**src/hw/rv_consts.svh**
```systemverilog
`ifndef RV_CONSTS_SVH
`define RV_CONSTS_SVH

`define XLEN        32
`define RESET_PC    32'h0000_0000       // first fetch after reset

// major opcodes, inst[6:0]
`define OP_LUI      7'b0110111
`define OP_AUIPC    7'b0010111
`define OP_JAL      7'b1101111
`define OP_BRANCH   7'b1100011
`define OP_LOAD     7'b0000011
`define OP_STORE    7'b0100011
`define OP_IMM      7'b0010011
`define OP_REG      7'b0110011

`define ALU_ADD     4'd0
`define ALU_SUB     4'd1
`define ALU_SLT     4'd2                // signed compare
`define ALU_AND     4'd3
`define ALU_OR      4'd4
`define ALU_XOR     4'd5

`define IMM_I       3'd0
`define IMM_S       3'd1
`define IMM_B       3'd2
`define IMM_U       3'd3
`define IMM_J       3'd4

`define RES_ALU     2'd0
`define RES_MEM     2'd1
`define RES_PC4     2'd2                // link value for jal

`define SIZE_B      2'd0                // bus size codes, also funct3[1:0]
`define SIZE_H      2'd1
`define SIZE_W      2'd2

`endif

```
**src/hw/rv_pkg.sv**
```systemverilog
`include "rv_consts.svh"

package rv_pkg;

    typedef logic [`XLEN-1:0] word_t;   // data value
    typedef logic [`XLEN-1:0] addr_t;   // byte address
    typedef logic [4:0]       reg_idx_t; // x0..x31

    typedef logic [3:0] alu_op_t;       // ALU_* codes
    typedef logic [2:0] imm_sel_t;      // IMM_* codes
    typedef logic [1:0] res_sel_t;      // RES_* codes
    typedef logic [1:0] size_t;         // SIZE_* codes

    // control bundle from decoder to datapath
    typedef struct packed {
        alu_op_t  alu_op;               // ALU operation
        logic     alu_src_imm;          // b = immediate
        logic     a_src_pc;             // a = pc, auipc
        logic     a_zero;               // a = 0, lui
        imm_sel_t imm_sel;              // immediate format
        res_sel_t res_sel;              // write-back source
        logic     reg_write;            // commit rd on the edge
        logic     pc_jump;              // next pc = pc + imm
        logic     mem_req;              // bus access this cycle
        logic     mem_write;            // store when set
        size_t    size;                 // access width
    } ctrl_t;

endpackage

```
**src/hw/rv_decoder.sv**
```systemverilog
`timescale 1ns/1ps
`include "rv_consts.svh"

module rv_decoder import rv_pkg::*; (
    input  logic  arst_n,
    input  word_t inst,                 // current instruction word
    input  logic  zero,                 // from ALU, rs1 - rs2 == 0
    output ctrl_t ctrl
);

    logic [6:0] opcode;
    logic [2:0] funct3;
    logic       funct7_b5;              // sub vs add
    logic       known;                  // opcode and funct3 supported

    assign opcode    = inst[6:0];
    assign funct3    = inst[14:12];
    assign funct7_b5 = inst[30];

    always_comb begin
        ctrl        = '0;               // nop unless decoded below
        ctrl.alu_op = `ALU_ADD;
        known       = 1'b1;
        case (opcode)
            `OP_LUI: begin
                ctrl.a_zero      = 1'b1;   // 0 + imm
                ctrl.alu_src_imm = 1'b1;
                ctrl.imm_sel     = `IMM_U;
                ctrl.reg_write   = 1'b1;
            end
            `OP_AUIPC: begin
                ctrl.a_src_pc    = 1'b1;   // pc + imm
                ctrl.alu_src_imm = 1'b1;
                ctrl.imm_sel     = `IMM_U;
                ctrl.reg_write   = 1'b1;
            end
            `OP_JAL: begin
                ctrl.imm_sel   = `IMM_J;
                ctrl.res_sel   = `RES_PC4; // rd = pc + 4
                ctrl.reg_write = 1'b1;
                ctrl.pc_jump   = 1'b1;
            end
            `OP_BRANCH: begin
                ctrl.alu_op  = `ALU_SUB;   // compare through zero flag
                ctrl.imm_sel = `IMM_B;
                case (funct3)
                    3'b000:  ctrl.pc_jump = zero;   // beq
                    3'b001:  ctrl.pc_jump = !zero;  // bne
                    default: known = 1'b0;
                endcase
            end
            `OP_LOAD: begin
                ctrl.alu_src_imm = 1'b1;   // rs1 + offset
                ctrl.imm_sel     = `IMM_I;
                ctrl.res_sel     = `RES_MEM;
                ctrl.reg_write   = 1'b1;
                ctrl.mem_req     = 1'b1;
                ctrl.size        = funct3[1:0];
                if (funct3[2] || funct3[1:0] == 2'b11) known = 1'b0; // no lbu/lhu
            end
            `OP_STORE: begin
                ctrl.alu_src_imm = 1'b1;
                ctrl.imm_sel     = `IMM_S;
                ctrl.mem_req     = 1'b1;
                ctrl.mem_write   = 1'b1;
                ctrl.size        = funct3[1:0];
                if (funct3[2] || funct3[1:0] == 2'b11) known = 1'b0;
            end
            `OP_IMM: begin
                ctrl.alu_src_imm = 1'b1;
                ctrl.imm_sel     = `IMM_I;
                ctrl.reg_write   = 1'b1;
                case (funct3)
                    3'b000:  ctrl.alu_op = `ALU_ADD;
                    3'b010:  ctrl.alu_op = `ALU_SLT;
                    3'b100:  ctrl.alu_op = `ALU_XOR;
                    3'b110:  ctrl.alu_op = `ALU_OR;
                    3'b111:  ctrl.alu_op = `ALU_AND;
                    default: known = 1'b0;  // shifts, sltiu
                endcase
            end
            `OP_REG: begin
                ctrl.reg_write = 1'b1;
                case (funct3)
                    3'b000:  ctrl.alu_op = funct7_b5 ? `ALU_SUB : `ALU_ADD;
                    3'b010:  ctrl.alu_op = `ALU_SLT;
                    3'b100:  ctrl.alu_op = `ALU_XOR;
                    3'b110:  ctrl.alu_op = `ALU_OR;
                    3'b111:  ctrl.alu_op = `ALU_AND;
                    default: known = 1'b0;
                endcase
            end
            default: known = 1'b0;
        endcase

        // no side effects in reset or on unsupported encodings
        if (!arst_n || !known) begin
            ctrl.mem_req   = 1'b0;
            ctrl.mem_write = 1'b0;
            ctrl.reg_write = 1'b0;
            ctrl.pc_jump   = 1'b0;          // fall through to pc + 4
        end
    end

endmodule

```
**config.mk**
```make
export PLATFORM = sky130hd
export DESIGN_NAME = rv_decoder
export DESIGN_NICKNAME = d
export VERILOG_FILES = /design/src/hw/rv_pkg.sv /design/src/hw/rv_decoder.sv
export VERILOG_INCLUDE_DIRS = /design/src /design/src/hw
export SDC_FILE = /design/constraint.sdc
export NUM_CORES = 1
export LEC_CHECK = 0
export BUFFER_PORTS_ARGS = -buffer_cell sky130_fd_sc_hd__buf_4
export CAP_MARGIN = 10
export CORE_AREA = 2 2 39 41
export DETAILED_ROUTE_END_ITERATION = 10
export DIE_AREA = 0 0 41 43
export PLACE_DENSITY = 0.84
export SLEW_MARGIN = 20
export SYNTH_ARGS = -nofsm -noshare
export SYNTH_HDL_FRONTEND = slang
export SYNTH_SLANG_ARGS = --single-unit
export TNS_END_PERCENT = 100
```
**constraint.sdc**
```tcl
create_clock -name vclk -period 2.2
set_input_delay 0.11 -clock vclk [all_inputs]
set_output_delay 0.11 -clock vclk [all_outputs]
set_load 0.1 [all_outputs]
```
==> results_dict.tcl <==
set metrics [dict create \
    first_iter_violations 10 \
    yosysWarnings 0 \
    postCtsHoldBufs 0 \
    crit_required_ns 2.09 \
    seqCellArea_um2 0 \
    period_share_pct 92.4 \
    finalSetupViolations 0 \
    port_buffers 30 \
    antenna_found_initial 0 \
    multi_input_area_um2 369 \
    gp_congestion 0.790 \
    die_w_um 41 \
    fillerInstances 143 \
    postRouteAntennaNets 0 \
    insertedDiodeCount 0 \
    grt_pass1_wl_um 1770 \
    synth_top_area_share_pct 8.39 \
    drc 0 \
    grt_overflow 0 \
    cap_violations 0 \
    core_area_um2 1380 \
    wl_per_cell_um 11.9 \
    period_minus_slack_ns 2.03 \
    final_nets 122 \
    crit_arrival_ns 1.92 \
    worstHoldPathCells 3 \
    crit_fanout 16 \
    yosys.area.top_type "nand2_1" \
    p_per_area_nw_per_um2 142 \
    internal_power_uw 30.1 \
    ys_seq_area_share_pct 0 \
    hold_path_end "ctrl[6]" \
    min_path_type "input pin to output port" \
    synthCells 59 \
    vias 523 \
    hold_slack_ns 0.620 \
    synth_area_um2 358 \
    hold_viol 0 \
    critPathKind "input pin to output port" \
    hp-start "inst[5]" \
    clock_buffers 0 \
    syn_to_final_growth_pct 81.1 \
    vdd_ir_drop_max_uv 50.3 \
    end_kind "output port" \
    power_uw 92.3 \
    synth_cell_types 26 \
    grt_use_met1_pct 17.7 \
    rows 14 \
    ios 52 \
    avgSynthCellArea_um2 6.07 \
    post_cts_buffers 0 \
    seq_cells 0 \
    switching_power_uw 62.1 \
    drt_wl_total_um 1210 \
    first_pass_iters 4 \
    grt_use_total_pct 13.4 \
    drive_gt1_share_pct 47.7 \
    clockPowerShare_pct 0 \
    via_per_inst 5.13 \
    grt_max_degree 17 \
    outcome "finished clean" \
    p_comb_share_pct 100.0 \
    start_util_pct 25.9 \
    met2_usage_pct 24.4 \
    seqPwrFrac_pct 0 \
    drv_slew 0 \
    die_y_um 43 \
    fmax_ghz 0.492 \
    p_sw_share_pct 67.3 \
    first_global_vias 452 \
    p_leak_nw 0.338 \
    top_usage_layer "met2" \
    post_cts_resized 0 \
    rsz0062_at_grt "false" \
    critPathLaunchType "input pin" \
    dieArea_um2 1760 \
    synthesis.nets 93 \
    dp_hpwl_um 978 \
    synth_area_leaders "nand2_1, a2111oi_4, nor2_1" \
    grt_use_met3_pct 0 \
]
[power groups by stage]
stage / sequential, mW / combinational [mW] / clock [mW]
detailed placement: 0 / 0.0920 / 0
finish: 0 / 0.0923 / 0
CTS: 0 / 0.0922 / 0
global placement: 0 / 0.0897 / 0
global route: 0 / 0.0982 / 0
floorplan: 0 / 0.0587 / 0
[worst max-delay path by stage]
stage	from	depth (start not counted)	endpoint
after global routing	inst[2]	6	ctrl[5]
after CTS	inst[2]	6	ctrl[5]
final	inst[2]	6	ctrl[5]
after detailed placement	inst[2]	6	ctrl[5]
after floorplan	inst[4]	3	ctrl[15]
after global placement	inst[2]	6	ctrl[5]
[kinds of logic after synthesis]
| family | count (synthesis) | share of synthesized area, % |
|---|---|---|
| other | 1 | 1.05 |
| XOR/XNOR | 1 | 2.45 |
| AND/OR/NAND/NOR | 33 | 50.7 |
| buffers and inverters | 10 | 11.5 |
| AO/OA/AOI/OAI | 14 | 34.3 |
[cells in the mapped netlist, types with 2 or more instances]
| master | n |
|---|---|
| o31ai_1 | 3 |
| inv_1 | 5 |
| nor3_1 | 3 |
| nor4_1 | 3 |
| o21ai_0 | 2 |
| nand2b_1 | 2 |
| nand2_1 | 8 |
| nand3_1 | 3 |
| and2_1 | 2 |
| clkbuf_1 | 4 |
| a21oi_1 | 4 |
| nor2_1 | 6 |
[cells in the final DEF (no fill, tap or decap), drive strengths merged]
| master | n |
|---|---|
| nand2b | 2 |
| and3 | 1 |
| a221oi | 1 |
| inv | 5 |
| nor4 | 4 |
| or4 | 1 |
| and2 | 2 |
| nand4bb | 1 |
| conb | 1 |
| nor3 | 3 |
| buf | 32 |
| nor2 | 6 |
| a21oi | 5 |
| a2111oi | 1 |
| or3 | 1 |
| o21ai | 2 |
| nand3 | 3 |
| nand2 | 8 |
| xnor2 | 1 |
| o31ai | 3 |
| a2bb2oi | 1 |
| o211a | 1 |
| nand3b | 1 |
[worst max-delay path: stages]
cell       delay, ns
buf_4           0.18
or4_4           0.57
a2111oi_4       0.35
a21oi_2         0.11
a221oi_4        0.27
buf_4           0.32
[metrics by stage]
stage	TNS (ns)	instance area, um2	utilization, %	std cells	worst slack (ns)
2_1_floorplan	-0.779	410	-	59	-0.253
3_3_place_gp	0	648	46.8	102	0.200
3_5_place_dp	0	648	46.8	102	0.159
4_1_cts	0	648	46.8	102	0.156
5_1_grt	0	648	46.8	102	0.0935
6_report	0	648	46.8	102	0.168
[cell type report]
class	instances	share of cell area (%)
multi-input cells	49	56.9
repair buffers	32	37.1
inverters	5	2.90
well taps	16	3.09
[layer usage]
layer	vias up	share of wire [%]
li1	268	-
met1	238	43
met3	0	5.6
met4	0	0
met2	17	52
met5	-	0
Power figures use the tool's default switching activity.
