**src/hw/rv_consts.svh**
```systemverilog
`ifndef RV_CONSTS_SVH
`define RV_CONSTS_SVH

`define XLEN        32
`define RESET_PC    32'h0000_0000       // first fetch after reset

// major opcodes, inst[6:0]
`define OP_LUI      7'b0110111
`define OP_AUIPC    7'b0010111
`define OP_JAL      7'b1101111
`define OP_BRANCH   7'b1100011
`define OP_LOAD     7'b0000011
`define OP_STORE    7'b0100011
`define OP_IMM      7'b0010011
`define OP_REG      7'b0110011

`define ALU_ADD     4'd0
`define ALU_SUB     4'd1
`define ALU_SLT     4'd2                // signed compare
`define ALU_AND     4'd3
`define ALU_OR      4'd4
`define ALU_XOR     4'd5

`define IMM_I       3'd0
`define IMM_S       3'd1
`define IMM_B       3'd2
`define IMM_U       3'd3
`define IMM_J       3'd4

`define RES_ALU     2'd0
`define RES_MEM     2'd1
`define RES_PC4     2'd2                // link value for jal

`define SIZE_B      2'd0                // bus size codes, also funct3[1:0]
`define SIZE_H      2'd1
`define SIZE_W      2'd2

`endif

```
**src/hw/rv_pkg.sv**
```systemverilog
`include "rv_consts.svh"

package rv_pkg;

    typedef logic [`XLEN-1:0] word_t;   // data value
    typedef logic [`XLEN-1:0] addr_t;   // byte address
    typedef logic [4:0]       reg_idx_t; // x0..x31

    typedef logic [3:0] alu_op_t;       // ALU_* codes
    typedef logic [2:0] imm_sel_t;      // IMM_* codes
    typedef logic [1:0] res_sel_t;      // RES_* codes
    typedef logic [1:0] size_t;         // SIZE_* codes

    // control bundle from decoder to datapath
    typedef struct packed {
        alu_op_t  alu_op;               // ALU operation
        logic     alu_src_imm;          // b = immediate
        logic     a_src_pc;             // a = pc, auipc
        logic     a_zero;               // a = 0, lui
        imm_sel_t imm_sel;              // immediate format
        res_sel_t res_sel;              // write-back source
        logic     reg_write;            // commit rd on the edge
        logic     pc_jump;              // next pc = pc + imm
        logic     mem_req;              // bus access this cycle
        logic     mem_write;            // store when set
        size_t    size;                 // access width
    } ctrl_t;

endpackage

```
**src/hw/rv_alu.sv**
```systemverilog
`timescale 1ns/1ps
`include "rv_consts.svh"

module rv_alu import rv_pkg::*; (
    input  word_t   a,
    input  word_t   b,
    input  alu_op_t op,
    output word_t   y,
    output logic    zero                // y == 0, branch compare
);

    word_t sum;
    word_t diff;
    logic  lt;                          // signed a < b

    assign sum  = a + b;
    assign diff = a - b;
    assign lt   = $signed(a) < $signed(b);

    always_comb begin
        case (op)
            `ALU_ADD: y = sum;
            `ALU_SUB: y = diff;
            `ALU_SLT: y = {{(`XLEN-1){1'b0}}, lt};
            `ALU_AND: y = a & b;
            `ALU_OR:  y = a | b;
            `ALU_XOR: y = a ^ b;
            default:  y = sum;          // unused codes behave as add
        endcase
    end

    assign zero = (y == '0);

endmodule

```
**src/hw/rv_datapath.sv**
```systemverilog
`timescale 1ns/1ps
`include "rv_consts.svh"

module rv_datapath import rv_pkg::*; (
    input  logic  clk,
    input  logic  arst_n,
    input  word_t inst,
    input  ctrl_t ctrl,
    input  word_t load_data,            // right-justified from memory
    output logic  zero,
    output addr_t pc,
    output word_t alu_result,           // also data address
    output word_t store_data
);

    reg_idx_t rs1;
    reg_idx_t rs2;
    reg_idx_t rd;
    word_t    imm;
    word_t    rd1;
    word_t    rd2;
    word_t    op_a;
    word_t    op_b;
    word_t    load_ext;                 // sign-extended load item
    word_t    wb_data;
    addr_t    pc_plus4;
    addr_t    pc_target;
    addr_t    pc_next;

    assign rs1 = inst[19:15];
    assign rs2 = inst[24:20];
    assign rd  = inst[11:7];

    // immediate by instruction format
    always_comb begin
        case (ctrl.imm_sel)
            `IMM_I:  imm = {{20{inst[31]}}, inst[31:20]};
            `IMM_S:  imm = {{20{inst[31]}}, inst[31:25], inst[11:7]};
            `IMM_B:  imm = {{19{inst[31]}}, inst[31], inst[7], inst[30:25],
                            inst[11:8], 1'b0};
            `IMM_U:  imm = {inst[31:12], 12'b0};
            `IMM_J:  imm = {{11{inst[31]}}, inst[31], inst[19:12], inst[20],
                            inst[30:21], 1'b0};
            default: imm = '0;
        endcase
    end

    rv_regfile u_regfile (
        .clk    (clk),
        .arst_n (arst_n),
        .rs1    (rs1),
        .rs2    (rs2),
        .rd     (rd),
        .we     (ctrl.reg_write),
        .wd     (wb_data),
        .rd1    (rd1),
        .rd2    (rd2)
    );

    // operand a: rs1, pc for auipc, zero for lui
    assign op_a = ctrl.a_zero   ? '0 :
                  ctrl.a_src_pc ? pc : rd1;
    assign op_b = ctrl.alu_src_imm ? imm : rd2;

    rv_alu u_alu (
        .a    (op_a),
        .b    (op_b),
        .op   (ctrl.alu_op),
        .y    (alu_result),
        .zero (zero)
    );

    always_comb begin
        case (ctrl.size)
            `SIZE_B: load_ext = {{24{load_data[7]}}, load_data[7:0]};
            `SIZE_H: load_ext = {{16{load_data[15]}}, load_data[15:0]};
            default: load_ext = load_data;      // word
        endcase
    end

    assign pc_plus4  = pc + 32'd4;
    assign pc_target = pc + imm;        // jal and branches

    always_comb begin
        case (ctrl.res_sel)
            `RES_MEM: wb_data = load_ext;
            `RES_PC4: wb_data = pc_plus4;
            default:  wb_data = alu_result;
        endcase
    end

    assign pc_next    = ctrl.pc_jump ? pc_target : pc_plus4;
    assign store_data = rd2;            // memory takes the low size bytes

    always_ff @(posedge clk or negedge arst_n) begin
        if (!arst_n) begin
            pc <= `RESET_PC;
        end else begin
            pc <= pc_next;              // one instruction per clock
        end
    end

endmodule

```
**src/hw/rv_regfile.sv**
```systemverilog
`timescale 1ns/1ps

module rv_regfile import rv_pkg::*; (
    input  logic     clk,
    input  logic     arst_n,
    input  reg_idx_t rs1,
    input  reg_idx_t rs2,
    input  reg_idx_t rd,
    input  logic     we,
    input  word_t    wd,
    output word_t    rd1,
    output word_t    rd2
);

    word_t regs [31:1];                 // x0 has no storage

    always_ff @(posedge clk or negedge arst_n) begin
        if (!arst_n) begin
            for (int i = 1; i < 32; i++) begin
                regs[i] <= '0;
            end
        end else if (we && rd != 5'd0) begin // x0 writes dropped
            regs[rd] <= wd;
        end
    end

    // combinational read ports, x0 hardwired to zero
    always_comb begin
        rd1 = '0;
        rd2 = '0;
        if (rs1 != 5'd0) begin
            rd1 = regs[rs1];
        end
        if (rs2 != 5'd0) begin
            rd2 = regs[rs2];
        end
    end

endmodule

```
**config.mk**
```make
export PLATFORM = sky130hd
export DESIGN_NAME = rv_datapath
export DESIGN_NICKNAME = d
export VERILOG_FILES = /design/src/hw/rv_pkg.sv /design/src/hw/rv_alu.sv /design/src/hw/rv_datapath.sv /design/src/hw/rv_regfile.sv
export VERILOG_INCLUDE_DIRS = /design/src /design/src/hw
export SDC_FILE = /design/constraint.sdc
export NUM_CORES = 2
export LEC_CHECK = 0
export BUFFER_PORTS_ARGS = -buffer_cell sky130_fd_sc_hd__buf_2
export CAP_MARGIN = 10
export CORE_ASPECT_RATIO = 1.4
export CORE_UTILIZATION = 57
export DETAILED_ROUTE_END_ITERATION = 8
export PLACE_DENSITY = 0.74
export SYNTH_ARGS = -nofsm -noshare
export SYNTH_HDL_FRONTEND = slang
export SYNTH_SLANG_ARGS = --single-unit
```
**constraint.sdc**
```tcl
create_clock -name clk -period 9 [get_ports clk]
set_clock_uncertainty 0.05 [all_clocks]
set_input_delay 1.35 -clock clk [delete_from_list [all_inputs] [get_ports clk]]
set_output_delay 1.35 -clock clk [all_outputs]
set_load 0.01 [all_outputs]
```
==> impl_metrics.toml <==
[power]
power_switching_mw = 6.041
swShare_pct = 35.38
seqPwrFrac_pct = 39.6
leakage_nw = 30.98
clockPowerShare_pct = 26.1
p_int_mw = 11.03
p_per_area_nw_per_um2 = 247.5
ir_worst_vdd_mv = 0.1570
combPwrFrac_pct = 34.3

[critical_path]
ff2ff_path_depth = 29
slowest_stage = "mux4_2"
crit_end = "zero"
cp-end-kind = "primary output"
worstSetupPathType = "primary input to primary output"
crit_required_ps = 7600
slowest_delay_ps = 510
critPathArrivalTime_ps = 7450
start_kind = "primary input"
r2r-start = "u_regfile.regs[193]$_DFFE_PN0P_"
path_depth = 30
crit_path_start = "inst[15]"
ff2ff_setup_slack_ps = 2400
crit_family = "compound AO/OA/AOI/OAI gates"
r2r-end = "u_regfile.regs[285]$_DFFE_PN0P_"
worst-path-max-fanout = 6
path_buf_inv = 8
critPathMostFrequentCell = "buf_4"

[timing]
timing.final.crit_share_pct = 98.36
hold_viol_final = 0
fin_crit_ps = 8852
relSlewSlack_pct = 12.47
max_freq_mhz = 113.0
hold_slack_ps = 447.9
setup_viol = 0
tightest_slew_ps = 1313
finalMaxSlewViolations = 0
tns_ps = 0

[clock_tree]
tritoncts = "done"
root_buffer = "clkbuf_16"
cts_hold_buf = 0
clkLatencyLatePin_ps = 720
h-tree-depth = 3
clk_pin_slew_ps = 60
numCtsBuffers = 96
cts_sinks = 1024
cts.path.max_buffers = 3

[detailed_routing]
dr.pass1.iters = 8
drt_iter0_markers = 6104
wire_per_inst_um = 27.87
vias = 51010
avgViaCountPerCell = 6.833
wirelength_um = 208100
drc = 0
ant_nets = 0

[synth]
synth_area_um2 = 60720
synth_edf_count = 0
syn-instance-count = 5888
netlist.area_leader.share_pct = 42.20
yosysSeqAreaShare_pct = 42.20
ys_ff_latch = 1024
ys_top_cells_by_count = "1192 x nand2_1, 1085 x o21ai_0, 1024 x dfrtp_1"
ys.flop_type = "dfrtp_1"
synth_area_leader_cell = "dfrtp_1"
avgSynthCellArea_um2 = 10.31
ys_warn_count = 0
synth_nets = 6103
async_flop_share_pct = 100.0
synth.distinct_cells = 89
synth.area.top_cells = "dfrtp_1 42%, mux4_2 21%, o21ai_0 8.9%, nand2_1 7.4%, clkbuf_1 2.9%"
synth.most_common_cell = "nand2_1"

[layout]
fillCellCount = 7993
drive_gt1_share_pct = 24.57
finalNetCount = 6240
syn2layout_area_growth_pct = 13.62
layout.cells.non_filler = 7465

[floorplanning]
row_count = 141
die_w_um = 277.8
die-area_um2 = 107800
initial_core_util_pct = 57.55
die_h_um = 388.2
ios = 181
core-area_um2 = 105500

[place]
numPortBuffers = 171
post-dp-hpwl_um = 128600
place.gp.congestion = 1.030
placed_cells = 7253

[global_routing]
grt_usage_pct = 38.68
grt_antenna_before_repair = 12
overflow = 0
grt_max_degree = 189
grt_pass1_wl_um = 309900
grt_pass1_vias = 50560

[job]
max_cap_viol_count = 0

[hold_path]
holdCritPathClass = "flip-flop to flip-flop"

[run_status]
status = "complete, no violations"
==> worst reg2reg max path, delay by kind of cell, from the launching register on <==
family / cells / cell delay (ps)
buffers and inverters: 7 / 1210
flip-flops: 1 / 400
AO/OA/AOI/OAI: 13 / 2610
multiplexers: 3 / 1110
AND/OR/NAND/NOR: 5 / 690
adder cells (fa/ha/maj): 1 / 340
==> placed cells by master (no fill, tap or decap), types with 22 or more instances in the layout <==
cell type  count
dfrtp_1     1024
mux2i_1      105
nand2_4       29
o21ai_2       22
inv_1        152
o22ai_1       30
mux2_2        45
mux4_2       569
a22o_1        33
nand3_1       41
nor3_1        30
ha_1         124
a21o_1        28
buf_2        160
nor2_1       187
clkbuf_16     99
o21ai_1       71
o21ai_0     1055
nor2b_1       24
xnor2_1       37
buf_12        31
buf_4        367
a21oi_1      173
clkbuf_8      22
and3_1        23
nand2_1     1161
==> kinds of logic (layout without fill, tap and decap cells) <==
kind of cell	after synthesis	count (layout)	synth area share, %
DFF	1024	1024	42.20
muxes	725	725	23.77
AOI/OAI and AO/OA	1649	1649	15.27
adders and majority gates	131	131	2.737
buffers and inverters	695	912	4.344
other	0	2	0
xor gates and xnor gates	58	58	0.8367
and+or+nand+nor	1606	1606	10.84
==> per-layer routing <==
| layer | GRT usage [%] | up-vias | routed length (µm) |
|---|---|---|---|
| met5 | 0 | - | 172 |
| met4 | 25.87 | 24 | 15780 |
| met3 | 9.899 | 841 | 22990 |
| met2 | 61.17 | 3240 | 97310 |
| met1 | 47.00 | 25330 | 71820 |
| li1 | - | 21570 | - |
==> area by class of cell <==
type                    count  area, µm²  share of cell area (%)
flip-flops and latches   1024      25620                   37.14
clock inverters            40      603.1                  0.8742
repair buffers            580       4546                   6.589
inverters                 154      578.1                  0.8379
diodes                      2      5.005                0.007255
well taps                1358       1699                   2.463
multi-input cells        4169      33110                   47.99
clock buffers             138       2823                   4.092
==> what timing repair did <==
action	4_1_cts	5_1_grt
pin swaps	0	25
cloned	0	1
setup buffers	0	30
resized for setup	7	77
setup endpoints to repair	1	3
==> through the flow <==
step | setup WS [ps] | total power, mW | cell area, µm² | utilization (%)
floorplan | 110.5 | 10.17 | 60720 | -
global placement | -194.1 | 12.10 | 64870 | 61.49
detailed placement | -233.3 | 12.36 | 64870 | 61.49
CTS | 9.956 | 16.83 | 68330 | 64.77
global route | -19.84 | 17.81 | 68980 | 65.39
finish | 147.6 | 17.07 | 68990 | 65.39
==> registers in the layout, summed over array words and instances (netlist names) <==
signal and cells:
pc 32, u_regfile.regs 992
==> power groups by stage <==
stage               logic (mW)  clock network (mW)  registers, mW
floorplan                 3.71                   0           6.46
global placement          5.45                   0           6.64
detailed placement        5.60                   0           6.76
CTS                       5.65                4.47           6.70
global route              6.30                4.64           6.87
finish                    5.85                4.46           6.76
==> how the worst min path moves through the flow <==
stage                     slack [ps]                       startpoint                               to  depth (start not counted)
after floorplan                  410  u_regfile.regs[160]$_DFFE_PN0P_  u_regfile.regs[160]$_DFFE_PN0P_                          2
after global placement           420  u_regfile.regs[971]$_DFFE_PN0P_  u_regfile.regs[971]$_DFFE_PN0P_                          2
after detailed placement         430  u_regfile.regs[699]$_DFFE_PN0P_  u_regfile.regs[699]$_DFFE_PN0P_                          2
after CTS                        450  u_regfile.regs[559]$_DFFE_PN0P_  u_regfile.regs[559]$_DFFE_PN0P_                          2
after global routing             470  u_regfile.regs[327]$_DFFE_PN0P_  u_regfile.regs[327]$_DFFE_PN0P_                          2
final                            450  u_regfile.regs[988]$_DFFE_PN0P_  u_regfile.regs[988]$_DFFE_PN0P_                          2
Power figures use the tool's default switching activity.
